`src/rtl/axiw_pkg.sv`:
```
package axiw_pkg;

  // Bus widths
  localparam int ADDR_W = 8;
  localparam int DATA_W = 16;
  localparam int STRB_W = DATA_W / 8;
  localparam int ID_W   = 4;
  localparam int USER_W = 1;

  // FIFO depths in the reflect stage
  localparam int AW_DEPTH = 1;
  localparam int W_DEPTH  = 1;

  // Writes allowed in flight before B, also the ID FIFO depth
  localparam int ID_DEPTH = 2;

  // Register bank size
  localparam int NUM_REGS  = 16;
  localparam int REG_IDX_W = 4;

  // B response codes
  localparam logic [1:0] RESP_OKAY   = 2'b00;
  localparam logic [1:0] RESP_SLVERR = 2'b10;

endpackage
```
`src/rtl/axil_wr_if.sv`:
```
`timescale 1ns/1ps

interface axil_wr_if;
  import axiw_pkg::*;

  // Write address
  logic [ADDR_W-1:0] awaddr;
  logic              awvalid;
  logic              awready;

  // Write data
  logic [DATA_W-1:0] wdata;
  logic [STRB_W-1:0] wstrb;
  logic              wvalid;
  logic              wready;

  // Write response
  logic [1:0]        bresp;
  logic              bvalid;
  logic              bready;

  modport mgr (
    output awaddr, awvalid, wdata, wstrb, wvalid, bready,
    input  awready, wready, bresp, bvalid
  );

  modport sub (
    input  awaddr, awvalid, wdata, wstrb, wvalid, bready,
    output awready, wready, bresp, bvalid
  );

endinterface

```
`src/rtl/axi_wr_bridge_top.sv`:
```
`timescale 1ns/1ps

module axi_wr_bridge_top (
  input  logic                           clk,
  input  logic                           i_rst_n,

  // AXI write address
  input  logic                           i_awvalid,
  input  logic [axiw_pkg::ADDR_W-1:0]    i_awaddr,
  input  logic [axiw_pkg::ID_W-1:0]      i_awid,
  input  logic [axiw_pkg::USER_W-1:0]    i_awuser,
  output logic                           o_awready,

  // AXI write data
  input  logic                           i_wvalid,
  input  logic [axiw_pkg::DATA_W-1:0]    i_wdata,
  input  logic [axiw_pkg::STRB_W-1:0]    i_wstrb,
  output logic                           o_wready,

  // AXI write response
  output logic                           o_bvalid,
  output logic [axiw_pkg::ID_W-1:0]      o_bid,
  output logic [1:0]                     o_bresp,
  output logic [axiw_pkg::USER_W-1:0]    o_buser,
  input  logic                           i_bready,

  // Register read-back
  input  logic [axiw_pkg::REG_IDX_W-1:0] i_rd_idx,
  output logic [axiw_pkg::DATA_W-1:0]    o_rd_data
);

  axil_wr_if axil_link ();

  axi_axil_reflect_wr u_reflect (
    .clk      (clk),
    .i_rst_n  (i_rst_n),
    .i_awvalid(i_awvalid),
    .i_awaddr (i_awaddr),
    .i_awid   (i_awid),
    .i_awuser (i_awuser),
    .o_awready(o_awready),
    .i_wvalid (i_wvalid),
    .i_wdata  (i_wdata),
    .i_wstrb  (i_wstrb),
    .o_wready (o_wready),
    .o_bvalid (o_bvalid),
    .o_bid    (o_bid),
    .o_bresp  (o_bresp),
    .o_buser  (o_buser),
    .i_bready (i_bready),
    .m_axil   (axil_link.mgr)
  );

  axil_reg_bank u_reg_bank (
    .clk      (clk),
    .i_rst_n  (i_rst_n),
    .s_axil   (axil_link.sub),
    .i_rd_idx (i_rd_idx),
    .o_rd_data(o_rd_data)
  );

endmodule

```
`src/rtl/axil_reg_bank.sv`:
```
`timescale 1ns/1ps

module axil_reg_bank (
  input  logic                           clk,
  input  logic                           i_rst_n,
  axil_wr_if.sub                         s_axil,
  input  logic [axiw_pkg::REG_IDX_W-1:0] i_rd_idx,
  output logic [axiw_pkg::DATA_W-1:0]    o_rd_data
);
  import axiw_pkg::*;

  logic [DATA_W-1:0]    regs [NUM_REGS];
  logic [REG_IDX_W-1:0] wr_idx;
  logic                 in_range;
  logic                 accept;
  logic                 bvalid_q;
  logic [1:0]           bresp_q;

  // Address and data are taken together, one response at a time
  assign accept = s_axil.awvalid && s_axil.wvalid && !bvalid_q;

  assign s_axil.awready = accept;
  assign s_axil.wready  = accept;

  // Halfword registers, byte address bit 0 ignored
  assign wr_idx   = s_axil.awaddr[REG_IDX_W:1];
  assign in_range = (s_axil.awaddr < ADDR_W'(NUM_REGS * 2));

  always_ff @(posedge clk or negedge i_rst_n) begin
    if (!i_rst_n) begin
      for (int i = 0; i < NUM_REGS; i++) begin
        regs[i] <= '0;
      end
    end else if (accept && in_range) begin
      // Merge only the strobed bytes
      for (int b = 0; b < STRB_W; b++) begin
        if (s_axil.wstrb[b]) begin
          regs[wr_idx][b*8 +: 8] <= s_axil.wdata[b*8 +: 8];
        end
      end
    end
  end

  always_ff @(posedge clk or negedge i_rst_n) begin
    if (!i_rst_n) begin
      bvalid_q <= 1'b0;
    end else if (accept) begin
      bvalid_q <= 1'b1;
    end else if (s_axil.bready) begin
      bvalid_q <= 1'b0;
    end
  end

  always_ff @(posedge clk) begin
    if (accept) begin
      bresp_q <= in_range ? RESP_OKAY : RESP_SLVERR;
    end
  end

  assign s_axil.bvalid = bvalid_q;
  assign s_axil.bresp  = bresp_q;

  // Read-back port
  assign o_rd_data = regs[i_rd_idx];

endmodule

```
`src/rtl/axi_axil_reflect_wr.sv`:
```
`timescale 1ns/1ps

module axi_axil_reflect_wr (
  input  logic                        clk,
  input  logic                        i_rst_n,

  // AXI write address
  input  logic                        i_awvalid,
  input  logic [axiw_pkg::ADDR_W-1:0] i_awaddr,
  input  logic [axiw_pkg::ID_W-1:0]   i_awid,
  input  logic [axiw_pkg::USER_W-1:0] i_awuser,
  output logic                        o_awready,

  // AXI write data
  input  logic                        i_wvalid,
  input  logic [axiw_pkg::DATA_W-1:0] i_wdata,
  input  logic [axiw_pkg::STRB_W-1:0] i_wstrb,
  output logic                        o_wready,

  // AXI write response
  output logic                        o_bvalid,
  output logic [axiw_pkg::ID_W-1:0]   o_bid,
  output logic [1:0]                  o_bresp,
  output logic [axiw_pkg::USER_W-1:0] o_buser,
  input  logic                        i_bready,

  axil_wr_if.mgr                      m_axil
);
  import axiw_pkg::*;

  logic aw_full_n;
  logic w_full_n;
  logic id_full_n;
  logic aw_push;
  logic w_push;
  logic b_pop;

  assign aw_push = i_awvalid && o_awready;
  assign w_push  = i_wvalid && o_wready;
  assign b_pop   = o_bvalid && i_bready;

  // Room in the ID FIFO caps the writes in flight
  assign o_awready = aw_full_n && id_full_n;
  assign o_wready  = w_full_n && id_full_n;

  sync_fifo_zl #(
    .DATA_W_P(ADDR_W),
    .DEPTH   (AW_DEPTH)
  ) u_aw_fifo (
    .clk        (clk),
    .i_rst_n    (i_rst_n),
    .i_w_inc    (aw_push),
    .i_w_data   (i_awaddr),
    .o_w_full_n (aw_full_n),
    .i_r_inc    (m_axil.awvalid && m_axil.awready),
    .o_r_data   (m_axil.awaddr),
    .o_r_empty_n(m_axil.awvalid)
  );

  sync_fifo_zl #(
    .DATA_W_P(DATA_W + STRB_W),
    .DEPTH   (W_DEPTH)
  ) u_w_fifo (
    .clk        (clk),
    .i_rst_n    (i_rst_n),
    .i_w_inc    (w_push),
    .i_w_data   ({i_wstrb, i_wdata}),
    .o_w_full_n (w_full_n),
    .i_r_inc    (m_axil.wvalid && m_axil.wready),
    .o_r_data   ({m_axil.wstrb, m_axil.wdata}),
    .o_r_empty_n(m_axil.wvalid)
  );

  // ID and user wait here until their response is taken
  sync_fifo_zl #(
    .DATA_W_P(ID_W + USER_W),
    .DEPTH   (ID_DEPTH)
  ) u_id_fifo (
    .clk        (clk),
    .i_rst_n    (i_rst_n),
    .i_w_inc    (aw_push),
    .i_w_data   ({i_awid, i_awuser}),
    .o_w_full_n (id_full_n),
    .i_r_inc    (b_pop),
    .o_r_data   ({o_bid, o_buser}),
    .o_r_empty_n()
  );

  // B channel passes through
  assign o_bvalid      = m_axil.bvalid;
  assign o_bresp       = m_axil.bresp;
  assign m_axil.bready = i_bready;

endmodule

```
`src/rtl/sync_fifo_zl.sv`:
```
`timescale 1ns/1ps

module sync_fifo_zl #(
  parameter int DATA_W_P = 8,
  parameter int DEPTH    = 1
) (
  input  logic                clk,
  input  logic                i_rst_n,
  input  logic                i_w_inc,
  input  logic [DATA_W_P-1:0] i_w_data,
  output logic                o_w_full_n,
  input  logic                i_r_inc,
  output logic [DATA_W_P-1:0] o_r_data,
  output logic                o_r_empty_n
);
  localparam int PTR_W = (DEPTH > 1) ? $clog2(DEPTH) : 1;
  localparam int CNT_W = $clog2(DEPTH + 1);

  logic [DATA_W_P-1:0] mem [DEPTH];
  logic [PTR_W-1:0]    wr_ptr;
  logic [PTR_W-1:0]    rd_ptr;
  logic [CNT_W-1:0]    count;
  logic                empty;
  logic                wr_en;
  logic                rd_en;

  assign empty = (count == '0);

  // Write into an empty FIFO goes straight to the output
  assign o_r_empty_n = !empty || i_w_inc;
  assign o_r_data    = empty ? i_w_data : mem[rd_ptr];
  assign o_w_full_n  = (count != CNT_W'(DEPTH));

  // Bypassed word read in the same cycle is never stored
  assign wr_en = i_w_inc && !(empty && i_r_inc);
  assign rd_en = i_r_inc && !empty;

  always_ff @(posedge clk) begin
    if (wr_en) begin
      mem[wr_ptr] <= i_w_data;
    end
  end

  always_ff @(posedge clk or negedge i_rst_n) begin
    if (!i_rst_n) begin
      wr_ptr <= '0;
      rd_ptr <= '0;
      count  <= '0;
    end else begin
      if (wr_en) begin
        wr_ptr <= (wr_ptr == PTR_W'(DEPTH - 1)) ? '0 : wr_ptr + 1'b1;
      end
      if (rd_en) begin
        rd_ptr <= (rd_ptr == PTR_W'(DEPTH - 1)) ? '0 : rd_ptr + 1'b1;
      end
      case ({wr_en, rd_en})
        2'b10:   count <= count + 1'b1;
        2'b01:   count <= count - 1'b1;
        default: count <= count;
      endcase
    end
  end

endmodule

```
`config.mk`:
```
export PLATFORM = sky130hd
export DESIGN_NAME = axi_wr_bridge_top
export DESIGN_NICKNAME = d
export VERILOG_FILES = /design/src/rtl/axiw_pkg.sv /design/src/rtl/axil_wr_if.sv /design/src/rtl/axi_wr_bridge_top.sv /design/src/rtl/axil_reg_bank.sv /design/src/rtl/axi_axil_reflect_wr.sv /design/src/rtl/sync_fifo_zl.sv
export SDC_FILE = /design/constraint.sdc
export NUM_CORES = 1
export LEC_CHECK = 0
export BUFFER_PORTS_ARGS = -buffer_cell sky130_fd_sc_hd__clkbuf_2
export CORE_UTILIZATION = 34
export DETAILED_ROUTE_END_ITERATION = 8
export HOLD_SLACK_MARGIN = 0.1
export PLACE_DENSITY = 0.57
export SLEW_MARGIN = 30
export SYNTH_ARGS = -nofsm -noshare
export SYNTH_HDL_FRONTEND = slang
export SYNTH_HIERARCHICAL = 1
export SYNTH_SLANG_ARGS = --single-unit
```
`constraint.sdc`:
```
create_clock -name clk -period 4.05 [get_ports clk]
set_input_delay 0.81 -clock clk [delete_from_list [all_inputs] [get_ports clk]]
set_output_delay 0.81 -clock clk [all_outputs]
set_load 0.02 [all_outputs]
```
==> out/results.tsv, run 1 <==
metric	value	unit
fp.dieArea	42000	sq um
instances_no_fill	1466	
root_buffer	clkbuf_16	
antenna_found_initial	0	
start_util	0.348	
die_w	205	um
clkTransAtPathRegs	60	ps
critPathLaunch	u_reflect/u_aw_fifo/count$_DFFE_PN0P_	
clock_skew	14.8	ps
yosys_warnings	6	
crit_family	simple AND/OR/NAND/NOR gates	
rsz0062_at_grt	no	
critical_path_peak_fanout	23	
die_height	205	um
drt-wirelength-per-cell	20.3	um
status	complete, no violations	
r2r_start	u_reflect/u_aw_fifo/count$_DFFE_PN0P_	
critPathKind	register to register	
postCtsSetupBuffers	0	
cts_resized	0	
fin_crit	3420	ps
dpl.hpwl	19400	um
grt_max_degree	85	
slew-limit-headroom	0.367	
dp.cells	1412	
gr-usage-all-layers	0.148	
fmax	292	MHz
hold_viol	0	
syn_area_per_cell	16.2	sq um
layout-drive-gt1-share	0.539	
vias_per_cell	5.14	
htreeDepth	1	
first_pass_iters	4	
worst_slew_pin_slew	948	ps
powerDensity	547	nW/um^2
ios	66	
max-vdd-ir-drop	380	uV
drt_iter0_markers	486	
area_delta_synth_final	13.0	%
port_buffers	63	
ant_nets	0	
required	4490	ps
first_global_vias	8004	
final_nets	961	
grt_first_pass_wirelength	48000	um
slew_violations	0	
cts_tree	done	
drcViolationCount	0	
p_leak	0.00738	uW
hp-class	primary input to async pin	
antenna_cells	0	
syn_inst	864	
setup_violations	0	
crit_path_start_kind	register	
max_stage_delay	580	ps
path_cells	inv_1 > and3_1 > or2_2 > nand3b_2 > buf_4 > inv_1 > nand4_1 > mux2_2	
cpMostUsedCell	inv_1	
cp-end-kind	register	
fin_tns_setup	0	ps
synth_nets	905	
vias	7539	
cts_sinks	299	
syn_area	14000	sq um
critPathBufInv	3	
clk-insertion-delay-late	570	ps
gr-total-overflow	0	
core.rowCount	73	
core-area	40200	sq um
gp_congestion	0.728	
crit_path_top_delay_cell	nand4_1	
cap_violations	0	
critical_path_arrival	3860	ps
cts_buffers	31	
clock_path_buffers	3	
wl	29700	um
fin_crit_sh	0.844	
holdBufCountCts	0	
## per-layer routing
layer | share of wire | up-vias | GRT usage | wire length, um
li1 | - | 3388 | - | -
met1 | 0.49 | 4010 | 0.219 | 14500
met2 | 0.46 | 111 | 0.229 | 13800
met3 | 0.033 | 30 | 0.0181 | 981
met4 | 0.016 | 0 | 0.0402 | 461
met5 | 0 | - | 0 | 0
## final cells by class
type	instances	area, sq um
Clock buffer	49	903
Clock inverter	5	31.3
Fill cell	3779	24400
Inverter	6	22.5
Multi-Input combinational cell	499	6010
Sequential cell	299	7660
Tap cell	525	657
Timing Repair Buffer	83	531
## placed cells by master, fill, tap and decap left out, types with 3 or more instances in the layout
cell and count:
mux2_4 18, nand4_1 10, inv_1 4, clkinv_2 3, buf_12 4, clkbuf_16 31
or3b_1 4, clkbuf_1 12, mux4_2 64, clkbuf_8 6, nand2b_1 3, xor2_1 4
nor2_1 5, clkbuf_2 60, dfrtp_1 263, edfxtp_1 36, nor2b_1 5, mux2_2 263
nor3b_1 4, nand2_1 21, nor4_4 20, buf_4 18, mux2i_1 5, or2_2 3
o21ai_1 5, and2_1 5, nand3b_1 4, a22oi_1 32
## worst paths after layout
check / end / slack, ps / cells past startpoint
max: u_reg_bank/regs[127]$_DFFE_PN0P_ / 630 / 8
max in group asynchronous: u_reg_bank/regs[6]$_DFFE_PN0P_ / 2840 / 2
max reg2reg: u_reg_bank/regs[127]$_DFFE_PN0P_ / 630 / 8
min: u_reg_bank/regs[155]$_DFFE_PN0P_ / 200 / 1
min in group clk: u_reflect/u_w_fifo/mem[0][8]$_DFFE_PP_ / 440 / 1
min reg2reg: u_reg_bank/regs[220]$_DFFE_PN0P_ / 500 / 1
## through the flow
| stage | power, uW | area (sq um) | util | hold WS [ps] | setup slack (ps) |
|---|---|---|---|---|---|
| 2_1_floorplan | 5550 | 14000 | - | 474 | 1060 |
| 3_3_place_gp | 6030 | 14900 | 0.370 | 483 | 549 |
| 3_5_place_dp | 6080 | 14900 | 0.370 | 487 | 484 |
| 4_1_cts | 8770 | 15800 | 0.393 | 203 | 624 |
| 5_1_grt | 9120 | 15800 | 0.393 | 233 | 408 |
| 6_report | 8650 | 15800 | 0.393 | 198 | 630 |
## state kept, by name, summed over array words and instances (netlist names)
name and count:
u_reflect/u_aw_fifo/count 1, u_reflect/u_aw_fifo/mem 7, u_reflect/u_id_fifo/count 2, u_reflect/u_id_fifo/mem 10, u_reflect/u_id_fifo/rd_ptr 1, u_reflect/u_id_fifo/wr_ptr 1
u_reflect/u_w_fifo/count 1, u_reflect/u_w_fifo/mem 18, u_reg_bank/regs 256, u_reg_bank/s_axil.bresp 1, u_reg_bank/s_axil.bvalid 1
## power by group
group | switching (uW) | total [uW] | internal [uW] | leakage (uW)
sequential | 257 | 3830 | 3580 | 0.00398
clock | 1140 | 2650 | 1510 | 0.000456
combinational | 1250 | 2170 | 921 | 0.00294
total | 2640 | 8650 | 6010 | 0.00738
## worst register-to-register path, cell delays in order (launching register included)
cell	delay, ps
dfrtp_1	570
inv_1	170
and3_1	260
or2_2	310
nand3b_2	100
buf_4	490
inv_1	390
nand4_1	580
mux2_2	430
(Power assumes the default switching activity.)
==> inputs of run 2 (changes only) <==
Settings changed: PLACE_DENSITY 0.57 to 0.59.
Clock period 4.05 ns to 3.11 ns, I/O delays scaled along.
==> out/results.tsv, run 2 (same netlist as run 1, synthesis figures left out) <==
metric	value	unit
hold_depth	2	
most-common-layout-cells	mux2_2, dfrtp_1, mux4_2, clkbuf_2, buf_4	
r2r_setup_slack	310	ps
drt_iter0_markers	395	
gr-usage-all-layers	0.148	
fin_crit_sh	0.925	
vias_per_cell	5.09	
instances_no_fill	1495	
fp.dieArea	42000	sq um
cp-end-kind	primary output	
rsz0062_at_grt	no	
critical_path_peak_fanout	25	
core-area	40200	sq um
crit_path_start_kind	primary input	
area_delta_synth_final	15.3	%
die_w	205	um
gp_congestion	0.737	
vias	7615	
fin_tns_setup	0	ps
clock_path_buffers	3	
root_buffer	clkbuf_16	
fmax	348	MHz
cts_tree	done	
cts_sinks	299	
setup_slack	232	ps
max_stage_delay	560	ps
rr_worst_depth	7	
die_height	205	um
antenna_found_initial	0	
start_util	0.348	
cts_buffers	30	
clkTransAtPathRegs	60	ps
clk-insertion-delay-late	560	ps
hold_viol	0	
grt_max_degree	68	
largestRegisters	u_reg_bank/regs (256), u_reflect/u_w_fifo/mem (18), u_reflect/u_id_fifo/mem (10)	
crit_family	multiplexers	
cts_resized	0	
utilization	0.401	
r2r_start	u_reflect/u_aw_fifo/count$_DFFE_PN0P_	
fillers	3745	
slew-limit-headroom	0.375	
gr-total-overflow	0	
drt-wirelength-per-cell	19.8	um
dp.cells	1438	
htreeDepth	1	
largest_reg_flops	256	
ant_nets	0	
slew_violations	0	
largest_register	u_reg_bank/regs	
layout-drive-gt1-share	0.559	
hp-class	primary input to register	
multi_input_area	6010	sq um
dpl.hpwl	19700	um
status	complete, no violations	
holdPathEnd	u_reg_bank/s_axil.bvalid$_DFFE_PN0P_	
critPathKind	primary input to primary output	
layout.area.seq	7660	sq um
first_pass_iters	6	
cap_violations	0	
grt_first_pass_wirelength	48300	um
p_leak	0.00758	uW
drcViolationCount	0	
powerDensity	715	nW/um^2
core.rowCount	73	
setup_violations	0	
max-vdd-ir-drop	478	uV
ios	66	
place_ws	226	ps
first_global_vias	8169	
critical_path_arrival	2260	ps
crit_path_top_delay_cell	mux4_2	
required	2490	ps
fin_crit	2880	ps
wl	29600	um
path_cells	buf_4 > buf_12 > mux4_2 > a22oi_1 > nand2_1 > clkbuf_2	
r2r_end	u_reg_bank/regs[117]$_DFFE_PN0P_	
min_from	i_bready	
critPathBufInv	3	
worst_slew_pin_slew	937	ps
final_nets	987	
clock_skew	16.8	ps
port_buffers	63	
antenna_cells	0	
## run 2: cell types whose count changed in the layout (fill, tap and decap cells not counted)
cell           before  now
clkbuf_1           12    5
bufinv_16           0    2
buf_4              18   40
clkbuf_16          31   32
inv_4               0    1
buf_12              4    7
buf_2               0    1
clkbuf_8            6    5
inv_6               1    0
dlygate4sd3_1       0    1
clkinv_2            3   10
## run 2: layout make-up
class,count,area share
multi-input cells,499,0.372
flip-flops and latches,299,0.475
clock inverters,14,0.00768
clock buffers,42,0.0551
repair buffers,110,0.0478
well taps,525,0.0407
inverters,6,0.00140
## run 2: per-stage QoR
step                hold WS (ps)  power, uW  instance area (sq um)
finish                       247      11500                  16100
floorplan                    326       7230                  14000
detailed placement           489       7960                  15100
CTS                          219      11700                  16100
global route                 226      12200                  16100
global placement             483       7880                  15100
## run 2: timing repair
| action | CTS | global route |
|---|---|---|
| hold buffers | 1 | 0 |
| setup endpoints to repair | 0 | 0 |
| hold endpoints to repair | 62 | 0 |
| buffers inserted | 0 | 0 |
## run 2: power breakdown
| part | internal [uW] | switching, uW |
|---|---|---|
| Combinational | 1240 | 1640 |
| Clock | 2160 | 1510 |
| Sequential | 4660 | 336 |
## run 2: worst reg2reg max path: stages (launching register included)
cell	delay [ps]
dfrtp_1	500
inv_1	170
and3_1	260
or2_2	150
nand3b_2	150
inv_1	360
nand4_1	610
mux2_2	490
## run 2: worst max path at each step
stage,start,to,slack (ps),depth (start not counted)
floorplan,i_awvalid,u_reflect/u_w_fifo/mem[0][0]$_DFFE_PP_,390,8
global placement,i_rd_idx[0],o_rd_data[6],240,6
detailed placement,i_rd_idx[0],o_rd_data[6],230,6
CTS,i_rd_idx[0],o_rd_data[6],220,6
global route,u_reflect/u_id_fifo/count[0]$_DFFE_PN0P_,u_reg_bank/regs[190]$_DFFE_PN0P_,130,7
finish,i_rd_idx[0],o_rd_data[6],230,6
## run 2: routing by layer
| layer | wire (um) | global-route usage |
|---|---|---|
| met1 | 14600 | 0.216 |
| met3 | 809 | 0.0183 |
| met4 | 479 | 0.0394 |
| met2 | 13700 | 0.233 |
| met5 | 0 | 0 |
==> inputs of run 3 (changes only) <==
Settings changed: PLACE_DENSITY 0.59 to 0.5.
==> out/results.tsv, run 3 (same netlist as run 1, synthesis figures left out) <==
metric	value	unit
core-area	40200	sq um
r2r_setup_slack	310	ps
vias	7632	
die_w	205	um
holdPathEnd	u_reflect/u_w_fifo/mem[0][13]$_DFFE_PP_	
first_global_vias	8021	
setup_violations	0	
ios	66	
cap_violations	0	
core.rowCount	73	
largest_reg_flops	256	
cts_tree	done	
largestRegisters	u_reg_bank/regs (256), u_reflect/u_w_fifo/mem (18), u_reflect/u_id_fifo/mem (10)	
max-vdd-ir-drop	412	uV
vias_per_cell	5.07	
fin_crit_sh	0.915	
port_buffers	63	
gr-usage-all-layers	0.158	
dpl.hpwl	20500	um
hp-class	primary input to register	
critical_path_peak_fanout	21	
gp_congestion	0.726	
cts_sinks	299	
first_pass_iters	5	
drcViolationCount	0	
grt_max_degree	66	
antenna_cells	0	
wl	31800	um
layout-drive-gt1-share	0.556	
postCtsSetupBuffers	0	
most-common-layout-cells	mux2_2, dfrtp_1, mux4_2, clkbuf_2, buf_4	
largest_register	u_reg_bank/regs	
fin_tns_setup	0	ps
min_from	i_wdata[13]	
dpl_cell_area	15200	sq um
ant_nets	0	
fp.dieArea	42000	sq um
critPathKind	primary input to primary output	
clock_path_buffers	3	
die_height	205	um
gr-total-overflow	0	
clk-insertion-delay-late	510	ps
hold_depth	1	
setup_slack	265	ps
worst_slew_pin_slew	637	ps
cp-end-kind	primary output	
r2r_end	u_reg_bank/regs[210]$_DFFE_PN0P_	
root_buffer	clkbuf_16	
fmax	351	MHz
critical_path_arrival	2220	ps
slew-limit-headroom	0.576	
drt_iter0_markers	372	
r2r_start	u_reflect/u_aw_fifo/count$_DFFE_PN0P_	
antenna_found_initial	0	
clkTransAtPathRegs	50	ps
postLayoutCellArea	16300	sq um
cts_resized	0	
slew_violations	0	
cts_buffers	35	
rsz0062_at_grt	no	
required	2490	ps
holdBufCountCts	1	
p_leak	0.00766	uW
p_total	11900	uW
area_delta_synth_final	16.5	%
final_nets	997	
crit_path_start_kind	primary input	
place_ws	231	ps
fin_crit	2840	ps
clock_skew	10.5	ps
drt-wirelength-per-cell	21.1	um
rr_worst_depth	7	
htreeDepth	2	
hold_viol	0	
powerDensity	732	nW/um^2
grt_first_pass_wirelength	49900	um
whs	300	ps
fillers	3796	
start_util	0.348	
status	complete, no violations	
[run 3: through the flow]
stage | util | cells
after global placement | 0.377 | 1443
final | 0.406 | 1505
after floorplan | - | 864
after CTS | 0.406 | 1505
after global routing | 0.406 | 1505
after detailed placement | 0.377 | 1443
[run 3: final cells by class]
cell class | count | area (sq um) | area share
Tap cell | 525 | 657 | 0.0403
Inverter | 6 | 22.5 | 0.00138
Multi-Input combinational cell | 499 | 6010 | 0.368
Timing Repair Buffer | 115 | 823 | 0.0505
Sequential cell | 299 | 7660 | 0.470
Clock inverter | 3 | 40.0 | 0.00245
Clock buffer | 58 | 1100 | 0.0672
[run 3: worst max-delay path by stage]
stage,slack [ps],cells after the start,end,from
final,270,7,o_rd_data[2],i_rd_idx[0]
after global routing,110,7,u_reg_bank/regs[221]$_DFFE_PN0P_,u_reflect/u_aw_fifo/count$_DFFE_PN0P_
after CTS,230,7,o_rd_data[2],i_rd_idx[0]
after detailed placement,230,7,o_rd_data[2],i_rd_idx[0]
after global placement,220,7,o_rd_data[14],i_rd_idx[0]
after floorplan,390,8,u_reflect/u_w_fifo/mem[0][0]$_DFFE_PP_,i_awvalid
[run 3: report_power, final]
group / internal [uW] / switching, uW / leakage, uW
logic: 1240 / 1670 / 0.00312
registers: 4660 / 336 / 0.00398
clock network: 2480 / 1560 / 0.000556
total: 8380 / 3560 / 0.00766
[run 3: routing by layer]
layer  track usage  share of wire  up-vias
met2         0.237           0.45      116
met1         0.237           0.50     4016
met5             0              0        -
li1              -              -     3459
met4        0.0384          0.017        0
met3        0.0267          0.033       41
[run 3: worst max-delay path, cell delays in order]
cell      delay (ps)
buf_4            160
buf_12           230
buf_4            210
mux4_2           510
a22oi_1          230
nand2_1           90
clkbuf_2         160
